===== src/hw/scope_ctrl_pkg.sv =====
package scope_ctrl_pkg;

  // ======================================================================
  // host bus widths
  // ======================================================================
  localparam int data_w = 32;          // host data word
  localparam int addr_w = 16;          // host byte address
  localparam int word_w = addr_w - 2;  // word index, byte lanes dropped
  localparam int dip_w  = 8;
  localparam int led_w  = 4;

  // identity words
  localparam logic [data_w-1:0] firmware_id    = 32'h5343_4f50;  // "SCOP" in ascii
  localparam logic [15:0]       firmware_major = 16'h0002;
  localparam logic [15:0]       firmware_minor = 16'h0004;
  localparam logic [data_w-1:0] read_default   = 32'hffff_0bad;  // unmapped index

  // ======================================================================
  // register map, word indices
  // ======================================================================
  localparam logic [word_w-1:0] reg_id          = word_w'(0);   // ro
  localparam logic [word_w-1:0] reg_version     = word_w'(1);   // ro, major:minor
  localparam logic [word_w-1:0] reg_dip         = word_w'(2);   // ro
  localparam logic [word_w-1:0] reg_sample      = word_w'(3);   // ro, q:i
  localparam logic [word_w-1:0] reg_leds        = word_w'(4);
  localparam logic [word_w-1:0] reg_test        = word_w'(5);   // bit 0 only
  localparam logic [word_w-1:0] reg_link_cfg    = word_w'(6);   // [15:8] len log, [7:0] mode
  localparam logic [word_w-1:0] reg_link_freq   = word_w'(7);
  localparam logic [word_w-1:0] reg_link_echo   = word_w'(8);
  localparam logic [word_w-1:0] reg_timer_start = word_w'(9);
  localparam logic [word_w-1:0] reg_timer_stop  = word_w'(10);
  localparam logic [word_w-1:0] reg_status      = word_w'(11);  // bit 0 link busy
  localparam logic [word_w-1:0] reg_timer_base  = word_w'(16);  // one word per timer

  // timers and test pattern
  localparam int num_timers = 4;
  localparam int timer_w    = 32;
  localparam int sample_w   = 16;  // each half of the sample word
  localparam logic [sample_w-1:0] sample_i_init = 16'd0;
  localparam logic [sample_w-1:0] sample_q_init = 16'd32767;

  // ======================================================================
  // link message
  // ======================================================================
  localparam int chunk_w     = 14;
  localparam int num_chunks  = 5;
  localparam int chunk_idx_w = $clog2(num_chunks);

  // transmitter states
  localparam logic [1:0] xmit_idle    = 2'd0;
  localparam logic [1:0] xmit_request = 2'd1;  // req high, waiting for ack
  localparam logic [1:0] xmit_release = 2'd2;  // req low, waiting for ack to drop
  localparam logic [1:0] xmit_next    = 2'd3;  // bus settled, raise req

  // field view written by the regs, chunk view sent by the link master
  typedef union packed {
    struct packed {
      logic [5:0]  pad;
      logic [7:0]  mode;
      logic [7:0]  len_log;  // test length, log2
      logic [15:0] freq;
      logic [31:0] echo;
    } fields;
    logic [num_chunks-1:0][chunk_w-1:0] chunks;  // chunk 0 = lsbs, goes first
  } link_msg_u;

endpackage


===== src/hw/link_cfg_if.sv =====
`timescale 1ns/1ps

interface link_cfg_if import scope_ctrl_pkg::*; ();

  link_msg_u msg;    // mode, length, freq, echo
  logic      start;  // one cycle kick
  logic      busy;   // message in flight

  // register side
  modport regs (
    output msg,
    output start,
    input  busy
  );

  // link master side
  modport xmit (
    input  msg,
    input  start,
    output busy
  );

endinterface


===== src/hw/host_regs.sv =====
`timescale 1ns/1ps

module host_regs import scope_ctrl_pkg::*; (
  input  logic                                clk_ext,
  input  logic                                rst_ext,
  input  logic                                host_cs,
  input  logic                                host_rnw,
  input  logic [addr_w-1:0]                   host_addr,
  input  logic [data_w-1:0]                   host_wdata,
  output logic [data_w-1:0]                   host_rdata,
  input  logic [dip_w-1:0]                    dip,
  output logic [led_w-1:0]                    leds,
  input  logic [num_timers-1:0][timer_w-1:0]  timer_counts,
  output logic [num_timers-1:0]               timer_start_pulse,
  output logic [num_timers-1:0]               timer_stop_pulse,
  link_cfg_if.regs                            link
);

  logic [word_w-1:0]     word_idx;
  logic                  wr_en;
  logic                  rd_hit;     // counted read
  logic [led_w-1:0]      leds_q;
  logic                  test_q;
  logic [15:0]           link_cfg_q;
  logic [15:0]           link_freq_q;
  logic [31:0]           link_echo_q;
  logic [num_timers-1:0] timer_start_q;
  logic [num_timers-1:0] timer_stop_q;
  logic [2*num_timers:0] edge_src;   // {stop, start, test}
  logic [2*num_timers:0] edge_d;
  logic [2*num_timers:0] edge_pulse;
  logic [sample_w-1:0]   sample_i;
  logic [sample_w-1:0]   sample_q;
  link_msg_u             msg;

  assign word_idx = host_addr[addr_w-1:2];  // byte lanes ignored
  assign wr_en    = host_cs & ~host_rnw;
  assign rd_hit   = host_cs & host_rnw;

  // ======================================================================
  // write decode
  // ======================================================================
  always_ff @(posedge clk_ext) begin
    if (rst_ext) begin
      leds_q        <= '0;
      test_q        <= 1'b0;
      link_cfg_q    <= '0;
      link_freq_q   <= '0;
      link_echo_q   <= '0;
      timer_start_q <= '0;
      timer_stop_q  <= '0;
    end else if (wr_en) begin
      case (word_idx)
        reg_leds:        leds_q        <= host_wdata[led_w-1:0];
        reg_test:        test_q        <= host_wdata[0];
        reg_link_cfg:    link_cfg_q    <= host_wdata[15:0];
        reg_link_freq:   link_freq_q   <= host_wdata[15:0];
        reg_link_echo:   link_echo_q   <= host_wdata;
        reg_timer_start: timer_start_q <= host_wdata[num_timers-1:0];
        reg_timer_stop:  timer_stop_q  <= host_wdata[num_timers-1:0];
        default: ;  // read-only or unmapped, write dropped
      endcase
    end
  end

  assign leds = leds_q;

  // rising edge pulses, one shared detector for test bit and timer bits
  assign edge_src = {timer_stop_q, timer_start_q, test_q};

  always_ff @(posedge clk_ext) begin
    if (rst_ext) begin
      edge_d     <= '0;
      edge_pulse <= '0;
    end else begin
      edge_d     <= edge_src;
      edge_pulse <= edge_src & ~edge_d;  // one cycle, edge after the write
    end
  end

  assign link.start        = edge_pulse[0];
  assign timer_start_pulse = edge_pulse[num_timers:1];
  assign timer_stop_pulse  = edge_pulse[2*num_timers:num_timers+1];

  // link message through the field view
  always_comb begin
    msg              = '0;  // pad stays zero
    msg.fields.mode    = link_cfg_q[7:0];
    msg.fields.len_log = link_cfg_q[15:8];
    msg.fields.freq    = link_freq_q;
    msg.fields.echo    = link_echo_q;
  end

  assign link.msg = msg;

  // ======================================================================
  // test pattern sample counter
  // ======================================================================
  always_ff @(posedge clk_ext) begin
    if (rst_ext) begin
      sample_i <= sample_i_init;
      sample_q <= sample_q_init;
    end else if (test_q) begin
      // held at start values while test bit set
      sample_i <= sample_i_init;
      sample_q <= sample_q_init;
    end else if (rd_hit) begin
      sample_i <= sample_i + 1'b1;  // bump after the read sees old value
      sample_q <= sample_q + 1'b1;
    end
  end

  // ======================================================================
  // read mux, combinational, ignores cs
  // ======================================================================
  always_comb begin
    host_rdata = read_default;
    case (word_idx)
      reg_id:          host_rdata = firmware_id;
      reg_version:     host_rdata = {firmware_major, firmware_minor};
      reg_dip:         host_rdata = {{(data_w-dip_w){1'b0}}, dip};
      reg_sample:      host_rdata = {sample_q, sample_i};
      reg_leds:        host_rdata = {{(data_w-led_w){1'b0}}, leds_q};
      reg_test:        host_rdata = {{(data_w-1){1'b0}}, test_q};
      reg_link_cfg:    host_rdata = {16'b0, link_cfg_q};
      reg_link_freq:   host_rdata = {16'b0, link_freq_q};
      reg_link_echo:   host_rdata = link_echo_q;
      reg_timer_start: host_rdata = {{(data_w-num_timers){1'b0}}, timer_start_q};
      reg_timer_stop:  host_rdata = {{(data_w-num_timers){1'b0}}, timer_stop_q};
      reg_status:      host_rdata = {{(data_w-1){1'b0}}, link.busy};
      default: begin
        for (int k = 0; k < num_timers; k++) begin
          if (word_idx == reg_timer_base + word_w'(k)) begin
            host_rdata = timer_counts[k];  // timer window
          end
        end
      end
    endcase
  end

endmodule


===== src/hw/link_transmitter.sv =====
`timescale 1ns/1ps

module link_transmitter import scope_ctrl_pkg::*; (
  input  logic               clk_ext,
  input  logic               rst_ext,
  input  logic               link_ack,
  output logic [chunk_w-1:0] link_bus,
  output logic               link_req,
  link_cfg_if.xmit           link
);

  logic [1:0]             state;
  logic [chunk_idx_w-1:0] chunk_idx;
  logic                   last_chunk;
  link_msg_u              msg_q;      // frozen copy for the whole message

  assign last_chunk = (chunk_idx == chunk_idx_w'(num_chunks - 1));
  assign link.busy  = (state != xmit_idle);  // high from edge after start to final release

  // message latch
  always_ff @(posedge clk_ext) begin
    if (state == xmit_idle && link.start) begin
      msg_q <= link.msg;
    end
  end

  // ======================================================================
  // four phase req/ack, one pass per chunk
  // ======================================================================
  always_ff @(posedge clk_ext) begin
    if (rst_ext) begin
      state     <= xmit_idle;
      chunk_idx <= '0;
      link_bus  <= '0;
      link_req  <= 1'b0;
    end else begin
      case (state)
        xmit_idle: begin
          if (link.start) begin  // start while busy never reaches here
            chunk_idx <= '0;
            link_bus  <= link.msg.chunks[0];  // latch not loaded yet
            link_req  <= 1'b1;
            state     <= xmit_request;
          end
        end
        xmit_request: begin
          if (link_ack) begin
            link_req <= 1'b0;  // phase 3
            state    <= xmit_release;
          end
        end
        xmit_release: begin
          if (!link_ack) begin  // phase 4 seen
            if (last_chunk) begin
              state <= xmit_idle;
            end else begin
              chunk_idx <= chunk_idx + 1'b1;
              link_bus  <= msg_q.chunks[chunk_idx + 1'b1];  // req low, safe to change
              state     <= xmit_next;
            end
          end
        end
        xmit_next: begin
          link_req <= 1'b1;  // bus held one cycle before req
          state    <= xmit_request;
        end
        default: state <= xmit_idle;
      endcase
    end
  end

endmodule


===== src/hw/scope_ctrl_top.sv =====
`timescale 1ns/1ps

module scope_ctrl_top import scope_ctrl_pkg::*; (
  input  logic               clk_ext,
  input  logic               rst_ext,
  // host register port
  input  logic               host_cs,
  input  logic               host_rnw,
  input  logic [addr_w-1:0]  host_addr,
  input  logic [data_w-1:0]  host_wdata,
  output logic [data_w-1:0]  host_rdata,
  // board io
  input  logic [dip_w-1:0]   dip,
  output logic [led_w-1:0]   leds,
  // link to the external unit
  output logic [chunk_w-1:0] link_bus,
  output logic               link_req,
  input  logic               link_ack
);

  logic [num_timers-1:0]              timer_start_pulse;
  logic [num_timers-1:0]              timer_stop_pulse;
  logic [num_timers-1:0][timer_w-1:0] timer_counts;

  link_cfg_if link_cfg ();  // regs to link master

  host_regs host_regs_inst (
    .clk_ext           (clk_ext),
    .rst_ext           (rst_ext),
    .host_cs           (host_cs),
    .host_rnw          (host_rnw),
    .host_addr         (host_addr),
    .host_wdata        (host_wdata),
    .host_rdata        (host_rdata),
    .dip               (dip),
    .leds              (leds),
    .timer_counts      (timer_counts),
    .timer_start_pulse (timer_start_pulse),
    .timer_stop_pulse  (timer_stop_pulse),
    .link              (link_cfg.regs)
  );

  timer_bank timer_bank_inst (
    .clk_ext     (clk_ext),
    .rst_ext     (rst_ext),
    .start_pulse (timer_start_pulse),
    .stop_pulse  (timer_stop_pulse),
    .counts      (timer_counts)
  );

  link_transmitter link_transmitter_inst (
    .clk_ext  (clk_ext),
    .rst_ext  (rst_ext),
    .link_ack (link_ack),
    .link_bus (link_bus),
    .link_req (link_req),
    .link     (link_cfg.xmit)
  );

endmodule


===== src/hw/timer_bank.sv =====
`timescale 1ns/1ps

module timer_bank import scope_ctrl_pkg::*; (
  input  logic                               clk_ext,
  input  logic                               rst_ext,
  input  logic [num_timers-1:0]              start_pulse,
  input  logic [num_timers-1:0]              stop_pulse,
  output logic [num_timers-1:0][timer_w-1:0] counts
);

  logic [num_timers-1:0] running;  // one flag per timer

  // ======================================================================
  // cycle timers
  // ======================================================================
  // count after stop = cycles between the start and stop write edges,
  // the stop edge itself still counts
  always_ff @(posedge clk_ext) begin
    if (rst_ext) begin
      running <= '0;
      counts  <= '0;
    end else begin
      for (int k = 0; k < num_timers; k++) begin
        if (start_pulse[k]) begin
          // restart wins over a stop in the same cycle
          counts[k]  <= '0;
          running[k] <= 1'b1;
        end else begin
          if (running[k]) begin
            counts[k] <= counts[k] + 1'b1;
          end
          if (stop_pulse[k]) begin
            running[k] <= 1'b0;  // freeze, no effect if idle
          end
        end
      end
    end
  end

endmodule


===== config.mk =====
export PLATFORM = sky130hd
export DESIGN_NAME = scope_ctrl_top
export DESIGN_NICKNAME = d
export VERILOG_FILES = /design/src/hw/scope_ctrl_pkg.sv /design/src/hw/link_cfg_if.sv /design/src/hw/host_regs.sv /design/src/hw/link_transmitter.sv /design/src/hw/scope_ctrl_top.sv /design/src/hw/timer_bank.sv
export SDC_FILE = /design/constraint.sdc
export NUM_CORES = 1
export LEC_CHECK = 0
export ABC_AREA = 1
export BUFFER_PORTS_ARGS = -buffer_cell sky130_fd_sc_hd__buf_2
export CAP_MARGIN = 20
export CORE_MARGIN = 2
export CORE_UTILIZATION = 55
export CTS_CLUSTER_SIZE = 30
export DETAILED_ROUTE_END_ITERATION = 7
export PLACE_DENSITY = 0.76
export SYNTH_ARGS = -nofsm -noshare
export SYNTH_HDL_FRONTEND = slang
export SYNTH_SLANG_ARGS = --single-unit

===== constraint.sdc =====
create_clock -name clk_ext -period 2.1 [get_ports clk_ext]
set_input_delay 0.105 -clock clk_ext [delete_from_list [all_inputs] [get_ports clk_ext]]
set_output_delay 0.105 -clock clk_ext [all_outputs]
set_load 0.02 [all_outputs]

==> impl_metrics.prom <==
# TYPE chip_impl_metric gauge
chip_impl_metric{name="die_height",unit="µm"} 183
chip_impl_metric{name="worst-slew-pin-transition",unit="ps"} 812
chip_impl_info{name="timing.critical_path.from",value="timer_bank_inst.counts[74]"} 1
chip_impl_info{name="rr_endpoint",value="timer_bank_inst.counts[126]"} 1
chip_impl_metric{name="drive_gt1_share",unit="%"} 11.5
chip_impl_metric{name="cts_made_buffers",unit=""} 38
chip_impl_metric{name="netlist_area",unit="µm²"} 17600
chip_impl_metric{name="max_clock_freq",unit="MHz"} 481
chip_impl_metric{name="route.detailed.vias_per_inst",unit=""} 5.81
chip_impl_metric{name="muxShareOfSynthArea",unit="%"} 0
chip_impl_metric{name="timing.final.crit_period",unit="ps"} 2080
chip_impl_metric{name="synth_top_area_share",unit="%"} 31.8
chip_impl_info{name="rr_startpoint",value="timer_bank_inst.counts[97]"} 1
chip_impl_metric{name="rrSetupSlack",unit="ps"} 180
chip_impl_info{name="worstSetupStartpointType",value="flop"} 1
chip_impl_info{name="timing.critical_path.cells",value="inv_1 > nor3_1 > nor3_1 > nand2_1 > buf_2"} 1
chip_impl_metric{name="power_leakage",unit="nW"} 8.08
chip_impl_info{name="yosys.area.top_type",value="sky130_fd_sc_hd__dfxtp_1"} 1
chip_impl_metric{name="coreArea",unit="µm²"} 31500
chip_impl_metric{name="mappedNetlistNets",unit=""} 2602
chip_impl_info{name="root_buffer",value="sky130_fd_sc_hd__clkbuf_16"} 1
chip_impl_info{name="dominant_combinational_cell_family_by_area_after_synthesis",value="simple AND/OR/NAND/NOR gates"} 1
chip_impl_metric{name="clk_latency",unit="ps"} 540
chip_impl_metric{name="clkSlewWorstSetupHoldPaths",unit="ps"} 60
chip_impl_info{name="most_area_consuming_cells_after_synthesis",value="sky130_fd_sc_hd__dfxtp_1, sky130_fd_sc_hd__edfxtp_1, sky130_fd_sc_hd__nand2_1"} 1
chip_impl_metric{name="arrival",unit="ps"} 1970
chip_impl_metric{name="cell_internal_pwr",unit="mW"} 11.8
chip_impl_metric{name="clock-sinks",unit=""} 343
chip_impl_metric{name="numPortBuffers",unit=""} 109
chip_impl_metric{name="synthToLayoutAreaGrowth",unit="%"} 18.3
chip_impl_metric{name="wirelength",unit="µm"} 59200
chip_impl_metric{name="first_iter_violations",unit=""} 2205
chip_impl_metric{name="routed_wire_length_per_instance",unit="µm"} 18.8
chip_impl_metric{name="synth_sequential_area_ratio",unit="%"} 42.7
chip_impl_info{name="cts_tree",value="done"} 1
chip_impl_metric{name="synthXorXnorAreaFrac",unit="%"} 1.49
chip_impl_metric{name="synthesis.instances",unit=""} 2530
chip_impl_metric{name="slew_headroom",unit="%"} 45.9
chip_impl_metric{name="cts.htree.levels",unit=""} 2
chip_impl_metric{name="drc_errors",unit=""} 2
chip_impl_metric{name="floorplan.die.width",unit="µm"} 183
chip_impl_metric{name="grt_antenna_before_repair",unit=""} 6
chip_impl_info{name="timing.hold.worst.class",value="in2reg"} 1
chip_impl_metric{name="global_placer_s_final_weighted_congestion",unit=""} 1.03
chip_impl_metric{name="ant_nets",unit=""} 0
chip_impl_metric{name="final_nets",unit=""} 2784
chip_impl_metric{name="seqPwrFrac",unit="%"} 42.2
chip_impl_metric{name="hold_viol_final",unit=""} 0
chip_impl_info{name="cp_slowest_cell",value="sky130_fd_sc_hd__nor3_1"} 1
chip_impl_metric{name="drt_first_pass_iters",unit=""} 8
chip_impl_metric{name="pwr-share-clk",unit="%"} 41.7
chip_impl_metric{name="power.share.switching",unit="%"} 28.4
chip_impl_metric{name="finalMaxSlewViolations",unit=""} 0
chip_impl_metric{name="timing.setup.tns",unit="ps"} 0
chip_impl_metric{name="power.switching",unit="mW"} 4.69
chip_impl_metric{name="post_synth_fa_ha_maj_area_fraction",unit="%"} 0.783
chip_impl_info{name="crit_type",value="reg2out"} 1
chip_impl_metric{name="yosys.area_share.simple",unit="%"} 30.8
chip_impl_info{name="status",value="finished, violations left"} 1
chip_impl_metric{name="combinationalPowerShare",unit="%"} 16.1
chip_impl_metric{name="floorplan.initialDensity",unit="%"} 55.8
chip_impl_metric{name="via_count_of_the_first_global_routing_pass",unit=""} 16900
chip_impl_metric{name="largest_net_degree_at_the_start_of_global_routing",unit=""} 91
chip_impl_metric{name="irDropWorstVdd",unit="mV"} 0.530
chip_impl_metric{name="clock-skew-final",unit="ps"} 20.2
chip_impl_info{name="timing.critical_path.to",value="host_rdata[10]"} 1
chip_impl_metric{name="dp_hpwl",unit="µm"} 44100
chip_impl_metric{name="groute.usage.overall",unit="%"} 35.0
chip_impl_metric{name="critPathMaxFanout",unit=""} 3
chip_impl_metric{name="gr-total-overflow",unit=""} 0
chip_impl_metric{name="final.period_utilization",unit="%"} 99.0
chip_impl_info{name="failed_checks",value="DRC"} 1
chip_impl_metric{name="cpPeakStageDelay",unit="ps"} 500
chip_impl_metric{name="finalPower",unit="mW"} 16.5
chip_impl_info{name="type_of_destination_of_the_critical_path",value="primary output"} 1
chip_impl_metric{name="rows",unit=""} 65
chip_impl_metric{name="io_pins",unit=""} 112
chip_impl_metric{name="report.final.setup_viol",unit=""} 0
chip_impl_metric{name="ys_ff_latch",unit=""} 343
chip_impl_metric{name="ys_warnings",unit=""} 0
chip_impl_metric{name="post_synth.cell_area_avg",unit="µm²"} 6.95
chip_impl_metric{name="grt_first_pass_wirelength",unit="µm"} 91700
chip_impl_metric{name="vias",unit=""} 18300
chip_impl_metric{name="timing.reg2reg.worst_path_depth",unit=""} 8
chip_impl_metric{name="power.density",unit="nW/µm²"} 794
chip_impl_metric{name="cts_max_path_buffers",unit=""} 3
chip_impl_metric{name="design.die.area",unit="µm²"} 33400
chip_impl_metric{name="cap_viol_max_count",unit=""} 0
chip_impl_metric{name="ys_types",unit=""} 44
chip_impl_info{name="crit_path_frequent_cell",value="sky130_fd_sc_hd__nor3_1"} 1
chip_impl_metric{name="synth_compound_gate_area_share",unit="%"} 13.9
chip_impl_metric{name="critical_path_data_required_time",unit="ps"} 2000
-- worst max-delay path, delay by kind of cell (launching register included) --
kind                   cells  cell delay [ps]
buffers and inverters      2              370
and+or+nand+nor            3              740
DFF                        1              330
-- power groups by stage --
stage                     clock network, mW  registers (mW)  logic (mW)
after detailed placement                  0            7.10        2.48
after global routing                   7.19            6.98        2.93
after floorplan                           0            7.24        1.50
after global placement                    0            7.09        2.42
after CTS                              6.94            6.97        2.58
final                                  6.89            6.96        2.65
-- cells by family (layout without fill, tap and decap cells) --
kind of cell             after synthesis  after routing
AND/OR/NAND/NOR                     1216           1216
adder cells (fa/ha/maj)               11             11
AO/OA/AOI/OAI                        469            469
other                                  0              6
XOR/XNOR                              30             30
flip-flops                           343            343
buffers and inverters                461            672
-- stage by stage --
stage               hold slack, ps  cells  area (µm²)  setup WS (ps)  util [%]
floorplan                      295   2530       17600            111         -
global placement               381   3036       19000           56.7      60.4
detailed placement             386   3036       19000           31.8      60.4
CTS                           7.34   3140       20700           11.0      65.7
global route                  77.1   3148       20800          -5.47      66.1
finish                        24.8   3149       20800           21.9      66.1
-- worst min path at each step --
stage	startpoint	endpoint	slack [ps]	cells past startpoint
floorplan	host_wdata[0]	host_regs_inst.test_q	290	2
global placement	host_regs_inst.edge_d[0]	host_regs_inst.edge_pulse[0]	380	1
detailed placement	host_regs_inst.edge_d[1]	host_regs_inst.edge_pulse[1]	390	1
CTS	link_ack	link_transmitter_inst.link_req	7	4
global route	link_ack	link_transmitter_inst.link_req	80	4
finish	link_ack	link_transmitter_inst.link_req	20	4
-- area by class of cell --
cell class | instances | area, µm²
timing repair buffer | 238 | 1750
fill | 2700 | 10700
tap | 402 | 503
inverter | 365 | 1370
multi-input combinational | 1726 | 8340
clock inverter | 16 | 231
sequential | 343 | 7510
clock buffer | 53 | 1070
antenna | 6 | 15.0
-- sequential cells by signal (all words and copies together), names as in the netlist, 4 cells and up --
| name | count |
|---|---|
| host_regs_inst.link_cfg_q | 16 |
| timer_bank_inst.counts | 128 |
| host_regs_inst.link_freq_q | 16 |
| host_regs_inst.sample_i | 16 |
| timer_bank_inst.running | 4 |
| host_regs_inst.leds | 4 |
| host_regs_inst.timer_start_q | 4 |
| link_transmitter_inst.link_bus | 14 |
| host_regs_inst.link_echo_q | 32 |
| host_regs_inst.edge_pulse | 9 |
| host_regs_inst.timer_stop_q | 4 |
| host_regs_inst.sample_q | 16 |
| link_transmitter_inst.msg_q | 64 |
| host_regs_inst.edge_d | 9 |
-- metal layers --
metal | global-route usage (%) | part of all wire, % | routed length [µm]
met1 | 46.8 | 41 | 24000
met4 | 17.0 | 5.4 | 3180
met5 | 0 | 0 | 0
met2 | 56.4 | 45 | 26600
met3 | 4.79 | 9.1 | 5390
-- cell usage in the layout (no fill, tap or decap), drive strengths merged, types with 4 or more instances in the layout --
cell         synthesis  final
nand3              173    173
o21a                 4      4
nor2               319    319
xor2                24     24
a22oi                4      4
a21oi              209    209
xnor2                6      6
dfxtp              279    279
o211ai               5      5
inv                362    361
or2                 13     13
nor4                 7      7
nand3b               5      5
ha                  11     11
nor3b                5      5
nor3               106    106
diode                0      6
bufinv               0      4
a211oi               4      4
o22ai               26     26
a31oi               12     12
nand2              453    453
buf                 39    203
edfxtp              64     64
nand4              131    131
clkinv               3     13
clkbuf              57     53
o21ai              203    203
dlygate4sd3          0     35
-- cell usage after synthesis, drive strengths merged --
master / count
a211oi: 4
a21oi: 209
a22oi: 4
a31oi: 12
and2: 2
and3: 1
buf: 39
clkbuf: 57
clkinv: 3
dfxtp: 279
edfxtp: 64
ha: 11
inv: 362
nand2: 453
nand2b: 1
nand3: 173
nand3b: 5
nand4: 131
nor2: 319
nor3: 106
nor3b: 5
nor4: 7
o211ai: 5
o21a: 4
o21ai: 203
o22ai: 26
o311ai: 1
o31ai: 1
or2: 13
xnor2: 6
xor2: 24
-- timing repair --
item                                    4_1_cts  5_1_grt
resized for setup                             6       21
hold buffers                                 35        0
setup buffers                                 0        3
hold endpoints to repair                     73        0
pin swaps                                     4        3
endpoints found under the setup margin        1       27
Power figures use the tool's default switching activity.
